<file path="config.mk">
export PLATFORM = sky130hd
export DESIGN_NAME = pwm_pair_top
export DESIGN_NICKNAME = d
export VERILOG_FILES = /design/src/pwm_pkg.sv /design/src/cdpwm.sv /design/src/pwm_bus_regs.sv /design/src/pwm_combiner.sv /design/src/pwm_pair_top.sv
export SDC_FILE = /design/constraint.sdc
export NUM_CORES = 1
export LEC_CHECK = 0
export ABC_CLOCK_PERIOD_IN_PS = 1800
export BUFFER_PORTS_ARGS = -buffer_cell sky130_fd_sc_hd__buf_2
export CORE_MARGIN = 2
export CORE_UTILIZATION = 55
export CTS_BUF_LIST = sky130_fd_sc_hd__clkbuf_2 sky130_fd_sc_hd__clkbuf_4 sky130_fd_sc_hd__clkbuf_8
export CTS_CLUSTER_SIZE = 30
export DETAILED_ROUTE_END_ITERATION = 10
export PLACE_DENSITY = 0.8
export SYNTH_ARGS = -nofsm -noshare
export SYNTH_HDL_FRONTEND = slang
export SYNTH_SLANG_ARGS = --single-unit
</file>
<file path="constraint.sdc">
create_clock -name sysclk -period 1.8 [get_ports sysclk]
set_input_delay 0.36 -clock sysclk [delete_from_list [all_inputs] [get_ports sysclk]]
set_output_delay 0.36 -clock sysclk [all_outputs]
set_load 0.01 [all_outputs]
</file>
<file path="src/pwm_pkg.sv">
// shared widths, reset values and encodings for the pwm pair peripheral.
package pwm_pkg;

    // width of the register bus data path.
    localparam int word_width = 16;

    // width of the register bus address.
    localparam int addr_width = 3;

    // width of the combine mode field held in the mode register.
    localparam int mode_width = 3;

    // channel 0 uses a full word for its counter and duty.
    localparam int ch0_width = 16;

    // channel 1 is narrower than a word, so its readback is zero-extended.
    localparam int ch1_width = 8;

    // reload value of channel 0.
    // a period is start plus one ticks long, so this gives ten ticks.
    localparam int ch0_start = 9;

    // channel 1 reloads to this value and so has fifteen ticks per period.
    localparam int ch1_start = 14;

    // register map of the bus.
    // codes not listed here read as zero and ignore writes.
    typedef enum logic [addr_width-1:0] {
        REG_DUTY0 = 3'd0,
        REG_DUTY1 = 3'd1,
        REG_MODE  = 3'd2,
        REG_CNT0  = 3'd3,
        REG_CNT1  = 3'd4
    } reg_addr_e;

    // how the combiner maps the two channel signals onto the two pins.
    // the codes not listed here behave like the independent mode.
    typedef enum logic [mode_width-1:0] {
        MODE_INDEPENDENT = 3'd0,
        MODE_AND         = 3'd1,
        MODE_OR          = 3'd2,
        MODE_XOR         = 3'd3,
        MODE_COMPLEMENT  = 3'd4
    } combine_mode_e;

endpackage

</file>
<file path="src/cdpwm.sv">
`timescale 1ns/1ps

// one countdown pwm channel.
// the reload value is fixed when the design is built, only the duty is
// loaded by software.
// the live counter value is visible on the bus so that software can line up
// with the period, which also makes the channel usable as a plain timer.
// the output is registered so that no comparator glitch reaches a pin.
// a duty change in the middle of a period takes effect at once, so software
// should load it right after a reload while the output is low.
// duty zero keeps the output low, duty start plus one keeps it high.
module cdpwm import pwm_pkg::*; #(
    parameter int width = 16,
    parameter int start = 9
) (
    input  logic                  sysclk,
    input  logic                  sysreset,
    input  logic                  counter_tick,
    output logic [word_width-1:0] counter_value,
    output logic [word_width-1:0] duty,
    input  logic                  duty_load,
    input  logic [word_width-1:0] data_in,
    output logic                  pwm_signal
);

    // reload value trimmed to the counter width.
    localparam logic [width-1:0] start_value = start[width-1:0];

    logic             tick_last;
    logic             tick_edge;
    logic [width-1:0] cnt;
    logic [width-1:0] duty_q;
    logic             pwm_comb;
    logic             pwm_reg;

    // the previous tick level is kept so that a tick held high counts once.
    always_ff @(posedge sysclk or posedge sysreset) begin
        if (sysreset) begin
            tick_last <= 1'b0;
        end else begin
            tick_last <= counter_tick;
        end
    end

    assign tick_edge = counter_tick && !tick_last;

    // the down counter steps on the same edge that samples the tick rising.
    // after reaching zero it reloads the start value on the next tick.
    always_ff @(posedge sysclk or posedge sysreset) begin
        if (sysreset) begin
            cnt <= start_value;
        end else if (tick_edge) begin
            if (cnt == '0) begin
                cnt <= start_value;
            end else begin
                cnt <= cnt - 1'b1;
            end
        end
    end

    // duty register keeps only the low bits of the bus word.
    always_ff @(posedge sysclk or posedge sysreset) begin
        if (sysreset) begin
            duty_q <= '0;
        end else if (duty_load) begin
            duty_q <= data_in[width-1:0];
        end
    end

    // output is high while the counter sits below the duty.
    assign pwm_comb = cnt < duty_q;

    // one cycle of delay between a counter change and the channel output.
    always_ff @(posedge sysclk or posedge sysreset) begin
        if (sysreset) begin
            pwm_reg <= 1'b0;
        end else begin
            pwm_reg <= pwm_comb;
        end
    end

    // narrow channels read back with zeros above their width.
    assign counter_value = word_width'(cnt);
    assign duty          = word_width'(duty_q);
    assign pwm_signal    = pwm_reg;

    // the reload path is the only way into the counter above zero.
    a_cnt_in_range: assert property (
        @(posedge sysclk) disable iff (sysreset)
        cnt <= start_value
    ) else $error("cdpwm counter above its start value");

    // a zero duty must give a low output on the following cycle.
    a_zero_duty_low: assert property (
        @(posedge sysclk) disable iff (sysreset)
        (duty_q == '0) |=> !pwm_signal
    ) else $error("cdpwm output high with zero duty");

endmodule

</file>
<file path="src/pwm_bus_regs.sv">
`timescale 1ns/1ps

// register block of the pwm pair.
// writes are a single strobe with no handshake and always complete.
// reads are combinational from the address, there is no read strobe.
module pwm_bus_regs import pwm_pkg::*; (
    input  logic                  sysclk,
    input  logic                  sysreset,
    input  reg_addr_e             bus_addr,
    input  logic [word_width-1:0] bus_wdata,
    input  logic                  bus_write,
    output logic [word_width-1:0] bus_rdata,
    output logic                  duty_load0,
    output logic                  duty_load1,
    output logic [word_width-1:0] data_in,
    output combine_mode_e         mode,
    input  logic [word_width-1:0] duty0,
    input  logic [word_width-1:0] duty1,
    input  logic [word_width-1:0] count0,
    input  logic [word_width-1:0] count1
);

    logic          mode_write;
    combine_mode_e mode_q;

    // the duty registers live in the channels.
    // this block only turns a write into a load pulse for the right one.
    // the pulse lasts as long as the write strobe, which is one cycle.
    assign duty_load0 = bus_write && (bus_addr == REG_DUTY0);
    assign duty_load1 = bus_write && (bus_addr == REG_DUTY1);

    // both channels see the write data, the load pulse picks the target.
    assign data_in = bus_wdata;

    assign mode_write = bus_write && (bus_addr == REG_MODE);

    // the mode register keeps only the low bits of the word.
    // codes outside the enum are stored as they are, the combiner maps them
    // onto the independent mode.
    always_ff @(posedge sysclk or posedge sysreset) begin
        if (sysreset) begin
            mode_q <= MODE_INDEPENDENT;
        end else if (mode_write) begin
            mode_q <= combine_mode_e'(bus_wdata[mode_width-1:0]);
        end
    end

    assign mode = mode_q;

    // readback multiplexer.
    // a register that was written at the last edge already shows its new value.
    always_comb begin
        case (bus_addr)
            REG_DUTY0: begin
                bus_rdata = duty0;
            end
            REG_DUTY1: begin
                bus_rdata = duty1;
            end
            REG_MODE: begin
                bus_rdata = word_width'(mode_q);
            end
            REG_CNT0: begin
                bus_rdata = count0;
            end
            REG_CNT1: begin
                bus_rdata = count1;
            end
            default: begin
                // unused codes read as zero.
                bus_rdata = '0;
            end
        endcase
    end

    // one write must never load both channels.
    a_one_load: assert property (
        @(posedge sysclk) disable iff (sysreset)
        !(duty_load0 && duty_load1)
    ) else $error("both duty load pulses high together");

endmodule

</file>
<file path="src/pwm_combiner.sv">
`timescale 1ns/1ps

// maps the two channel signals onto the two output pins.
// both pins are registered, so a mode change shows one cycle after the write
// and a channel change one cycle after the channel output.
// in the combining modes pin b is always the inverse of pin a, which gives a
// complementary pair for driving a half bridge.
module pwm_combiner import pwm_pkg::*; (
    input  logic          sysclk,
    input  logic          sysreset,
    input  combine_mode_e mode,
    input  logic          pwm_a,
    input  logic          pwm_b,
    output logic          pwm_out_a,
    output logic          pwm_out_b
);

    logic next_a;
    logic next_b;

    // pin values for the next cycle.
    always_comb begin
        case (mode)
            MODE_AND: begin
                next_a = pwm_a & pwm_b;
                next_b = ~(pwm_a & pwm_b);
            end
            MODE_OR: begin
                next_a = pwm_a | pwm_b;
                next_b = ~(pwm_a | pwm_b);
            end
            MODE_XOR: begin
                next_a = pwm_a ^ pwm_b;
                next_b = ~(pwm_a ^ pwm_b);
            end
            MODE_COMPLEMENT: begin
                // channel b is ignored here.
                next_a = pwm_a;
                next_b = ~pwm_a;
            end
            default: begin
                // the unused codes also take the independent mode.
                next_a = pwm_a;
                next_b = pwm_b;
            end
        endcase
    end

    always_ff @(posedge sysclk or posedge sysreset) begin
        if (sysreset) begin
            pwm_out_a <= 1'b0;
            pwm_out_b <= 1'b0;
        end else begin
            pwm_out_a <= next_a;
            pwm_out_b <= next_b;
        end
    end

    // in a combining mode the pins after the next edge form a true pair.
    a_pins_differ: assert property (
        @(posedge sysclk) disable iff (sysreset)
        (mode inside {MODE_AND, MODE_OR, MODE_XOR, MODE_COMPLEMENT})
            |=> (pwm_out_a != pwm_out_b)
    ) else $error("combiner pins equal outside independent mode");

endmodule

</file>
<file path="src/pwm_pair_top.sv">
`timescale 1ns/1ps

// top level of the pwm pair peripheral.
// two countdown channels share one tick, a register block loads their
// duties and the mode, and a combiner drives the two pins.
// from a tick rising edge to the pins there are two cycles of delay, one in
// the channel output register and one in the combiner.
module pwm_pair_top import pwm_pkg::*; (
    input  logic                  sysclk,
    input  logic                  sysreset,
    input  logic                  counter_tick,
    input  reg_addr_e             bus_addr,
    input  logic [word_width-1:0] bus_wdata,
    input  logic                  bus_write,
    output logic [word_width-1:0] bus_rdata,
    output logic                  pwm_out_a,
    output logic                  pwm_out_b
);

    logic                  duty_load0;
    logic                  duty_load1;
    logic [word_width-1:0] data_in;
    combine_mode_e         mode;
    logic [word_width-1:0] duty0;
    logic [word_width-1:0] duty1;
    logic [word_width-1:0] count0;
    logic [word_width-1:0] count1;
    logic                  pwm_a;
    logic                  pwm_b;

    pwm_bus_regs i_regs (
        .sysclk     (sysclk),
        .sysreset   (sysreset),
        .bus_addr   (bus_addr),
        .bus_wdata  (bus_wdata),
        .bus_write  (bus_write),
        .bus_rdata  (bus_rdata),
        .duty_load0 (duty_load0),
        .duty_load1 (duty_load1),
        .data_in    (data_in),
        .mode       (mode),
        .duty0      (duty0),
        .duty1      (duty1),
        .count0     (count0),
        .count1     (count1)
    );

    // channel 0 runs a full word wide.
    cdpwm #(
        .width (ch0_width),
        .start (ch0_start)
    ) i_ch0 (
        .sysclk        (sysclk),
        .sysreset      (sysreset),
        .counter_tick  (counter_tick),
        .counter_value (count0),
        .duty          (duty0),
        .duty_load     (duty_load0),
        .data_in       (data_in),
        .pwm_signal    (pwm_a)
    );

    // channel 1 is narrow and keeps only the low byte of a duty write.
    cdpwm #(
        .width (ch1_width),
        .start (ch1_start)
    ) i_ch1 (
        .sysclk        (sysclk),
        .sysreset      (sysreset),
        .counter_tick  (counter_tick),
        .counter_value (count1),
        .duty          (duty1),
        .duty_load     (duty_load1),
        .data_in       (data_in),
        .pwm_signal    (pwm_b)
    );

    pwm_combiner i_comb (
        .sysclk    (sysclk),
        .sysreset  (sysreset),
        .mode      (mode),
        .pwm_a     (pwm_a),
        .pwm_b     (pwm_b),
        .pwm_out_a (pwm_out_a),
        .pwm_out_b (pwm_out_b)
    );

endmodule

</file>
Word-level counts from Yosys, hierarchy flattened
Index checks and enable logic that the tools add are counted.
{"block": "op_classes", "n_addsub": 2, "n_bitwise": 7, "shift": 0, "eq_ne": 8, "n_div": 0, "n_lt_le_gt_ge": 2, "n_mux": 5, "mul": 0, "n_reduce_logical": 8}
{"op": "$pmux W16 S5", "n": 1}
{"op": "$logic_not A16 Y1", "n": 1}
{"op": "$lt A16 B16 Y1", "n": 1}
{"op": "$mux W16", "n": 1}
{"op": "$sub A16 B1 Y16 const B", "n": 1}
{"op": "$eq A3 B2 Y1 const B", "n": 4}
{"op": "$logic_not A8 Y1", "n": 1}
{"op": "$lt A8 B8 Y1", "n": 1}
{"op": "$mux W8", "n": 1}
{"op": "$sub A8 B1 Y8 const B", "n": 1}
{"op": "$eq A3 B1 Y1 const B", "n": 2}
{"op": "$eq A3 B3 Y1 const B", "n": 2}
{"op": "$logic_and A1 B1 Y1", "n": 4}
{"op": "$not A1 Y1", "n": 4}
{"op": "$pmux W1 S4", "n": 1}
{"op": "$logic_not A3 Y1", "n": 1}
{"op": "$pmux W1 S3", "n": 1}
{"op": "$and A1 B1 Y1", "n": 1}
{"op": "$logic_not A1 Y1", "n": 1}
{"op": "$or A1 B1 Y1", "n": 1}
{"op": "$xor A1 B1 Y1", "n": 1}
{"block": "totals", "regBits": 56, "mem_bits_rw": 0, "latchBits": 0, "elab_cells": 42, "mem_bits_ro": 0, "output_inout_bits": 18, "memories": 0}

Longest topological paths before layout
Gate-level depths: netlist of the first run.
{"block": "depth", "word_depth": 3, "depth_mapped": 7}

By module
From an unflattened synthesis of the first run, not the netlist that was laid out.
{"block": "unflattened", "cells_unflattened": 419, "area_unflattened_um2": 3911.3}
{"mod": "cdpwm at i_ch0", "area_each_um2": 1864.3, "cells_per_inst": 185, "seq_area_each_um2": 853.3, "instances": 1}
{"mod": "cdpwm at i_ch1", "area_each_um2": 1034.7, "cells_per_inst": 108, "seq_area_each_um2": 454.2, "instances": 1}
{"mod": "pwm_bus_regs", "area_each_um2": 849.6, "cells_per_inst": 107, "seq_area_each_um2": 75.1, "instances": 1}
{"mod": "pwm_combiner", "area_each_um2": 162.7, "cells_per_inst": 19, "seq_area_each_um2": 50.0, "instances": 1}

Least setup slack after synthesis of the first run
No wires, ideal clock.
{"block": "synth_timing", "path_kind": "flip-flop to flip-flop", "startpoint": "register i_ch0.cnt[7], in the netlist i_ch0.counter_value[7]", "endpoint": "register i_ch0.cnt[15], in the netlist i_ch0.counter_value[15]", "arrival_ps": 1806, "slack_ps": -131, "setup_ps": 125, "required_time_ps": 1675, "stages_incl_launch_ff": 6, "cell_sequence": "dfrtp_1 -> or4_4 -> nor4_4 -> nand2_1 -> nor3_2 -> mux2_2"}
{"block": "synth_via", "elab_chain_len": 2, "word_cells_on_any_way": 3}
{"element": "from (decl)", "line_no": "cdpwm.sv:31", "text": "logic [width-1:0] cnt;"}
{"element": "from (signal assigned)", "line_no": "cdpwm.sv:51", "text": "cnt <= start_value;"}
{"element": "from (signal assigned)", "line_no": "cdpwm.sv:54", "text": "cnt <= start_value;"}
{"element": "from (signal assigned)", "line_no": "cdpwm.sv:56", "text": "cnt <= cnt - 1'b1;"}
{"element": "$sub A16 B1 Y16 or $logic_not A16 Y1 (tied branches)", "line_no": "cdpwm.sv:56, cdpwm.sv:53"}
{"element": "$mux W16 (*)", "line_no": "cdpwm.sv:53", "text": "if (cnt == '0) begin"}
Every way passes the cells marked *; elsewhere a longest branch is shown, timed or not.
A chain may end at the register's enable or synchronous reset.

Worst setup path in the final report of the first run
{"block": "layout_timing", "startpoint": "register i_ch0.cnt[10], in the netlist i_ch0.counter_value[10]", "endpoint": "register i_ch0.cnt[15], in the netlist i_ch0.counter_value[15]"}
Same word-level chain as after synthesis.

==> results of run 1 <==
==> layer usage <==
metal / GRT usage, % / part of all wire (%)
met1: 35.4 / 44
met2: 45.4 / 50
met3: 4.02 / 4.7
met4: 6.67 / 1.6
met5: 0 / 0
==> worst max-delay path: cells and delay by family, from the launching register on <==
family        cells  cell delay (ns)
flops             1             0.40
mux               1             0.31
simple gates      4             1.09
==> flip-flops by register name (all words and copies together), names as in the netlist <==
signal	flops
i_ch0.counter_value	16
i_ch1.cnt	8
i_regs.mode	3
i_ch1.tick_last	1
i_ch1.pwm_signal	1
i_ch0.pwm_signal	1
i_ch0.duty	16
i_comb.pwm_out_a	1
i_comb.pwm_out_b	1
i_ch1.duty_q	8
==> repair_timing <==
action | in CTS | in global routing
buffers inserted | 5 | 0
cloned | 1 | 0
pin swaps | 2 | 9
setup endpoints to repair | 18 | 28
resized for setup | 6 | 18
==> cells in the mapped netlist (all sizes together) (6+ instances only) <==
cell,count
ha,27
xor2,7
mux2,7
xnor2,6
o21ai,40
dfrtp,51
clkbuf,11
inv,31
mux2i,12
nor2,44
nand2,51
a21oi,19
nor3,12
a22oi,8
==> worst paths after layout <==
check / cells after the start / startpoint / slack (ns) / endpoint
max: 5 / i_ch0.counter_value[10] / -0.11 / i_ch0.counter_value[15]
min: 2 / sysreset / 0.07 / i_ch1.tick_last
max reg2reg: 5 / i_ch0.counter_value[10] / -0.11 / i_ch0.counter_value[15]
min reg2reg: 2 / i_ch1.duty_q[2] / 0.59 / i_ch1.duty_q[2]
max in group asynchronous: 3 / sysreset / 1.18 / i_ch1.duty_q[4]
min in group sysclk: 1 / counter_tick / 0.17 / i_ch1.tick_last
==> logic make-up (layout without fill, tap and decap cells) <==
kind of cell | count (synthesis) | count (layout) | share of synthesized area [%]
AND/OR/NAND/NOR | 141 | 142 | 19.9
buffers and inverters | 43 | 111 | 4.81
adder cells (fa/ha/maj) | 27 | 27 | 10.1
AO/OA/AOI/OAI | 81 | 81 | 14.0
multiplexers | 19 | 19 | 5.93
flip-flops | 56 | 56 | 41.9
XOR/XNOR | 13 | 13 | 3.39
==> through the flow <==
stage	cells	TNS [ns]	utilization, %	hold slack (ns)	power [mW]
after global placement	510	0	64.6	0.431	3.89
after global routing	524	-1.29	69.1	0.127	5.59
after detailed placement	510	-0.0518	64.6	0.441	4.03
after CTS	524	-0.0782	68.0	0.101	5.12
after floorplan	380	-0.00680	-	0.391	3.32
final	524	-0.419	69.1	0.0742	5.22
==> cell type report <==
cell class,count,area (um2)
clock buffers,6,76.3
clock inverters,2,60.1
fillers,447,1830
inverters,31,116
multi-input cells,282,1880
flip-flops and latches,56,1410
well taps,75,93.8
repair buffers,72,457
==> power breakdown <==
| part | total (mW) | internal [mW] | switching, mW |
|---|---|---|---|
| Combinational | 2.11 | 0.985 | 1.12 |
| Sequential | 2.11 | 1.68 | 0.428 |
| Clock | 1.00 | 0.572 | 0.430 |
| Total | 5.22 | 3.24 | 1.98 |
==> qor.txt, run 1 <==
status: complete, but fails checks
failing checks: negative setup slack
number of enable flip-flop cells after synthesis: 0
synthesized cell area: 0.00336 mm2
ranking of synthesized cells by area: dfrtp_1 38%, ha_1 10%, o21ai_0 6.0%
Top FF cell, synth: dfrtp_1
syn nets: 430
Max Root-Sink Buffers: 2
global-route wire length before repair: 13700 um
Initial DRC Count: 261
DR WL/cell: 16.2 um
CTS tree: built
fin nets: 498
Initial Util: 56.7%
unrepaired setup endpoints after global routing: yes
Synth top area share: 38.0%
Worst Max-Slew Pin Slew: 0.674 ns
vias in the first global route: 2943
Synth Instances: 380
largest net degree at the start of global routing: 26
mean number of vias per cell: 5.70
Pins Over Slew Limit: 0
# setup viols final: 11
Synth Area per Inst: 8.83 um2
initial antenna violation count: 0
DRC: 0
Slew HR: 54.7%
Post-DP HPWL: 6140 um
I/O pin count: 41
share of layout cells above drive strength 1: 25.6%
Max Cap Viol: 0
Pwr Density: 1280 mW/mm2
Post-CTS Hold Buffers: 0
CP Capture Type: flop
FFs w/ async S/R, synth: 100%
Yosys top cell by area: dfrtp_1
area of placed instances: 0.00383 mm2
Total Routing Usage GR: 26.6%
CP required: 2.00 ns
crit path cell chain: or4_4, nor4_4, nand2_1, nor3_2, mux2_4
Buffers on Ports: 40
Fmax: 523 MHz
Final GP Congestion: 0.960
worst slack, placed: -0.0494 ns
max incr delay on CP: 0.57 ns
global route total overflow: 0
Setup crit start kind: flop
Tcrit/Tclk final: 106%
CP arrival: 2.11 ns
Antenna Diode Count: 0
via count: 2986
Pre-antenna DRT Iters: 4
Detail Route Antenna Nets: 0
Die H: 82.1 um
Lkg Pwr: 1.94 nW
H-Tree Depth: 2
commonest non-fill, non-tap cell in the layout: dfrtp_1
Crit Path Max Fanout: 3
Clock Pin Slew Worst Setup and Hold Paths: 0.11 ns
flops & latches, synth: 56
CTS root buf: clkbuf_8
VDD IR max: 0.773 mV
commonest non-fill, non-tap cells in the layout: 51 x dfrtp_1, 49 x nand2_1, 40 x nor2_1, 40 x buf_2, 36 x o21ai_0
area grow syn2layout: 21.9%
Detailed Route WL: 8470 um
fin worst setup slack: -0.112 ns
Die Area: 0.00674 mm2
CTS sink count: 56
Die W: 82.1 um
final hold viol count: 0
register area share after synthesis: 41.9%
Critical Path Slowest Stage Cell: or4_4
Design Area, Final: 0.00409 mm2
Tmin final: 1.91 ns
kind of critical path: reg2reg
CTS buffer count: 5
Ys Warns: 0
Rows: 28
post-synthesis cell type count: 38
hold crit path type: in2async
skew final: 0.0123 ns
Skew-Pair Late Insertion Delay: 0.32 ns
core area: 0.00592 mm2
No activity file was read; power rests on OpenSTA's default activity.
==> run 2: changes to the inputs <==
--- a/config.mk
+++ b/config.mk
@@ -9,9 +9,10 @@
 export BUFFER_PORTS_ARGS = -buffer_cell sky130_fd_sc_hd__buf_2
 export CORE_MARGIN = 2
-export CORE_UTILIZATION = 55
+export CORE_UTILIZATION = 50
 export CTS_BUF_LIST = sky130_fd_sc_hd__clkbuf_2 sky130_fd_sc_hd__clkbuf_4 sky130_fd_sc_hd__clkbuf_8
 export CTS_CLUSTER_SIZE = 30
 export DETAILED_ROUTE_END_ITERATION = 10
-export PLACE_DENSITY = 0.8
+export PLACE_DENSITY = 0.74
+export SLEW_MARGIN = 25
 export SYNTH_ARGS = -nofsm -noshare
 export SYNTH_HDL_FRONTEND = slang
==> constraint.sdc (replaced) <==
create_clock -name sysclk -period 1.8 [get_ports sysclk]
set_input_delay 0.27 -clock sysclk [delete_from_list [all_inputs] [get_ports sysclk]]
set_output_delay 0.27 -clock sysclk [all_outputs]
set_load 0.01 [all_outputs]
==> qor.txt, run 2 (synthesis gave the netlist of run 1 again) <==
Pins Over Slew Limit: 0
largest net degree at the start of global routing: 25
DR WL/cell: 15.7 um
final hold viol count: 0
global route total overflow: 0
Total Routing Usage GR: 22.7%
Layout Cells excl Fill: 522
Fmax: 531 MHz
Detail Route Antenna Nets: 0
area grow syn2layout: 19.0%
fin worst setup slack: -0.0815 ns
mean number of vias per cell: 5.53
vias in the first global route: 2722
Initial DRC Count: 217
CTS buffer count: 5
crit path cell chain: or4_4, nor4_4, nand2_1, nor3_2, mux2_4
CP required: 2.00 ns
Slew HR: 60.5%
dpl cells: 510
storage element area: 0.00141 mm2
Design Area, Final: 0.00400 mm2
Antenna Diode Count: 0
power consumption: 4.98 mW
Max Root-Sink Buffers: 2
Initial Util: 52.3%
Setup TNS: -0.508 ns
Max Cap Viol: 0
filler instances: 522
DRC: 0
final core utilization: 62.2%
Tcrit/Tclk final: 105%
I/O pin count: 41
Tmin final: 1.88 ns
Lkg Pwr: 1.91 nW
CTS root buf: clkbuf_8
CP bufs+invs: 0
# setup viols final: 12
failing checks: negative setup slack
H-Tree Depth: 2
delay-heaviest family, CP: simple AND/OR/NAND/NOR gates
global-route wire length before repair: 13200 um
Critical Path Slowest Stage Cell: or4_4
Die H: 85.9 um
commonest non-fill, non-tap cells in the layout: 51 x nand2_1, 51 x dfrtp_1, 43 x nor2_1, 40 x o21ai_0, 40 x buf_2
Post-DP HPWL: 6190 um
core area: 0.00642 mm2
Detailed Route WL: 8190 um
fin nets: 494
Skew-Pair Late Insertion Delay: 0.32 ns
via count: 2887
Worst Max-Slew Pin Slew: 0.590 ns
area of placed instances: 0.00381 mm2
initial antenna violation count: 0
Clock Pin Slew Worst Setup and Hold Paths: 0.10 ns
Buffers on Ports: 40
CTS tree: built
status: complete, but fails checks
Pre-antenna DRT Iters: 4
CTS sink count: 56
hold crit path type: in2reg
max incr delay on CP: 0.57 ns
VDD IR max: 0.552 mV
Crit Path Max Fanout: 3
unrepaired setup endpoints after global routing: yes
Die Area: 0.00739 mm2
Pwr Density: 1250 mW/mm2
skew final: 0.0138 ns
Setup crit start kind: flop
share of layout cells above drive strength 1: 22.2%
kind of critical path: reg2reg
CP Capture Type: flop
footprint of the multi-input gates: 0.00182 mm2
Final GP Congestion: 0.912
Rows: 29
Die W: 85.9 um
CP arrival: 2.08 ns
[run 2: changes by cell type in the layout (fill, tap and decap cells not counted), moves of 2 or more]
| cell | before | now |
|---|---|---|
| nor2_2 | 3 | 0 |
| o21ai_0 | 36 | 40 |
| buf_4 | 30 | 26 |
| nor2_1 | 40 | 43 |
| clkbuf_8 | 5 | 7 |
| o21ai_1 | 3 | 0 |
| nand2_1 | 49 | 51 |
[run 2: area by class of cell]
class	count	share of cell area [%]
repair buffers	68	10.6
clock buffers	7	2.41
flip-flops and latches	56	35.2
clock inverters	1	0.751
multi-input cells	282	45.6
well taps	77	2.41
inverters	31	2.91
[run 2: metal layers]
metal	up-vias	global-route usage, %	wire length, um
met2	77	36.6	3930
li1	1421	-	-
met3	12	3.08	382
met5	-	0	0
met1	1377	31.7	3740
met4	0	7.36	138
[run 2: per-stage QoR]
step / worst slack (ns) / hold WS (ns)
floorplan: -0.00680 / 0.301
global placement: 0.00922 / 0.328
detailed placement: -0.0466 / 0.326
CTS: -0.0530 / 0.0746
global route: -0.139 / 0.0729
finish: -0.0815 / 0.0840
[run 2: final timing paths]
kind | startpoint | endpoint | slack [ns] | cells past startpoint
setup / recovery | i_ch0.counter_value[10] | i_ch0.counter_value[15] | -0.08 | 5
hold / removal | counter_tick | i_ch1.tick_last | 0.08 | 1
setup reg to reg | i_ch0.counter_value[10] | i_ch0.counter_value[15] | -0.08 | 5
hold reg to reg | i_ch1.duty_q[0] | i_ch1.duty_q[0] | 0.57 | 1
max in group asynchronous | sysreset | i_ch0.counter_value[13] | 0.68 | 4
min in group asynchronous | sysreset | i_ch0.duty[6] | 0.52 | 3
[run 2: power by group]
group          switching (mW)  leakage [nW]  internal [mW]
combinational            1.06          1.18          0.926
sequential              0.417         0.672           1.68
clock                   0.406        0.0645          0.491
total                    1.88          1.91           3.10
[run 2: repair_timing]
item / in CTS / in global routing
hold buffers: 1 / 0
pin swaps: 1 / 0
setup endpoints to repair: 6 / 20
cloned: 1 / 0
resized for setup: 2 / 3
setup buffers: 1 / 1
endpoints found under the hold margin: 18 / 0
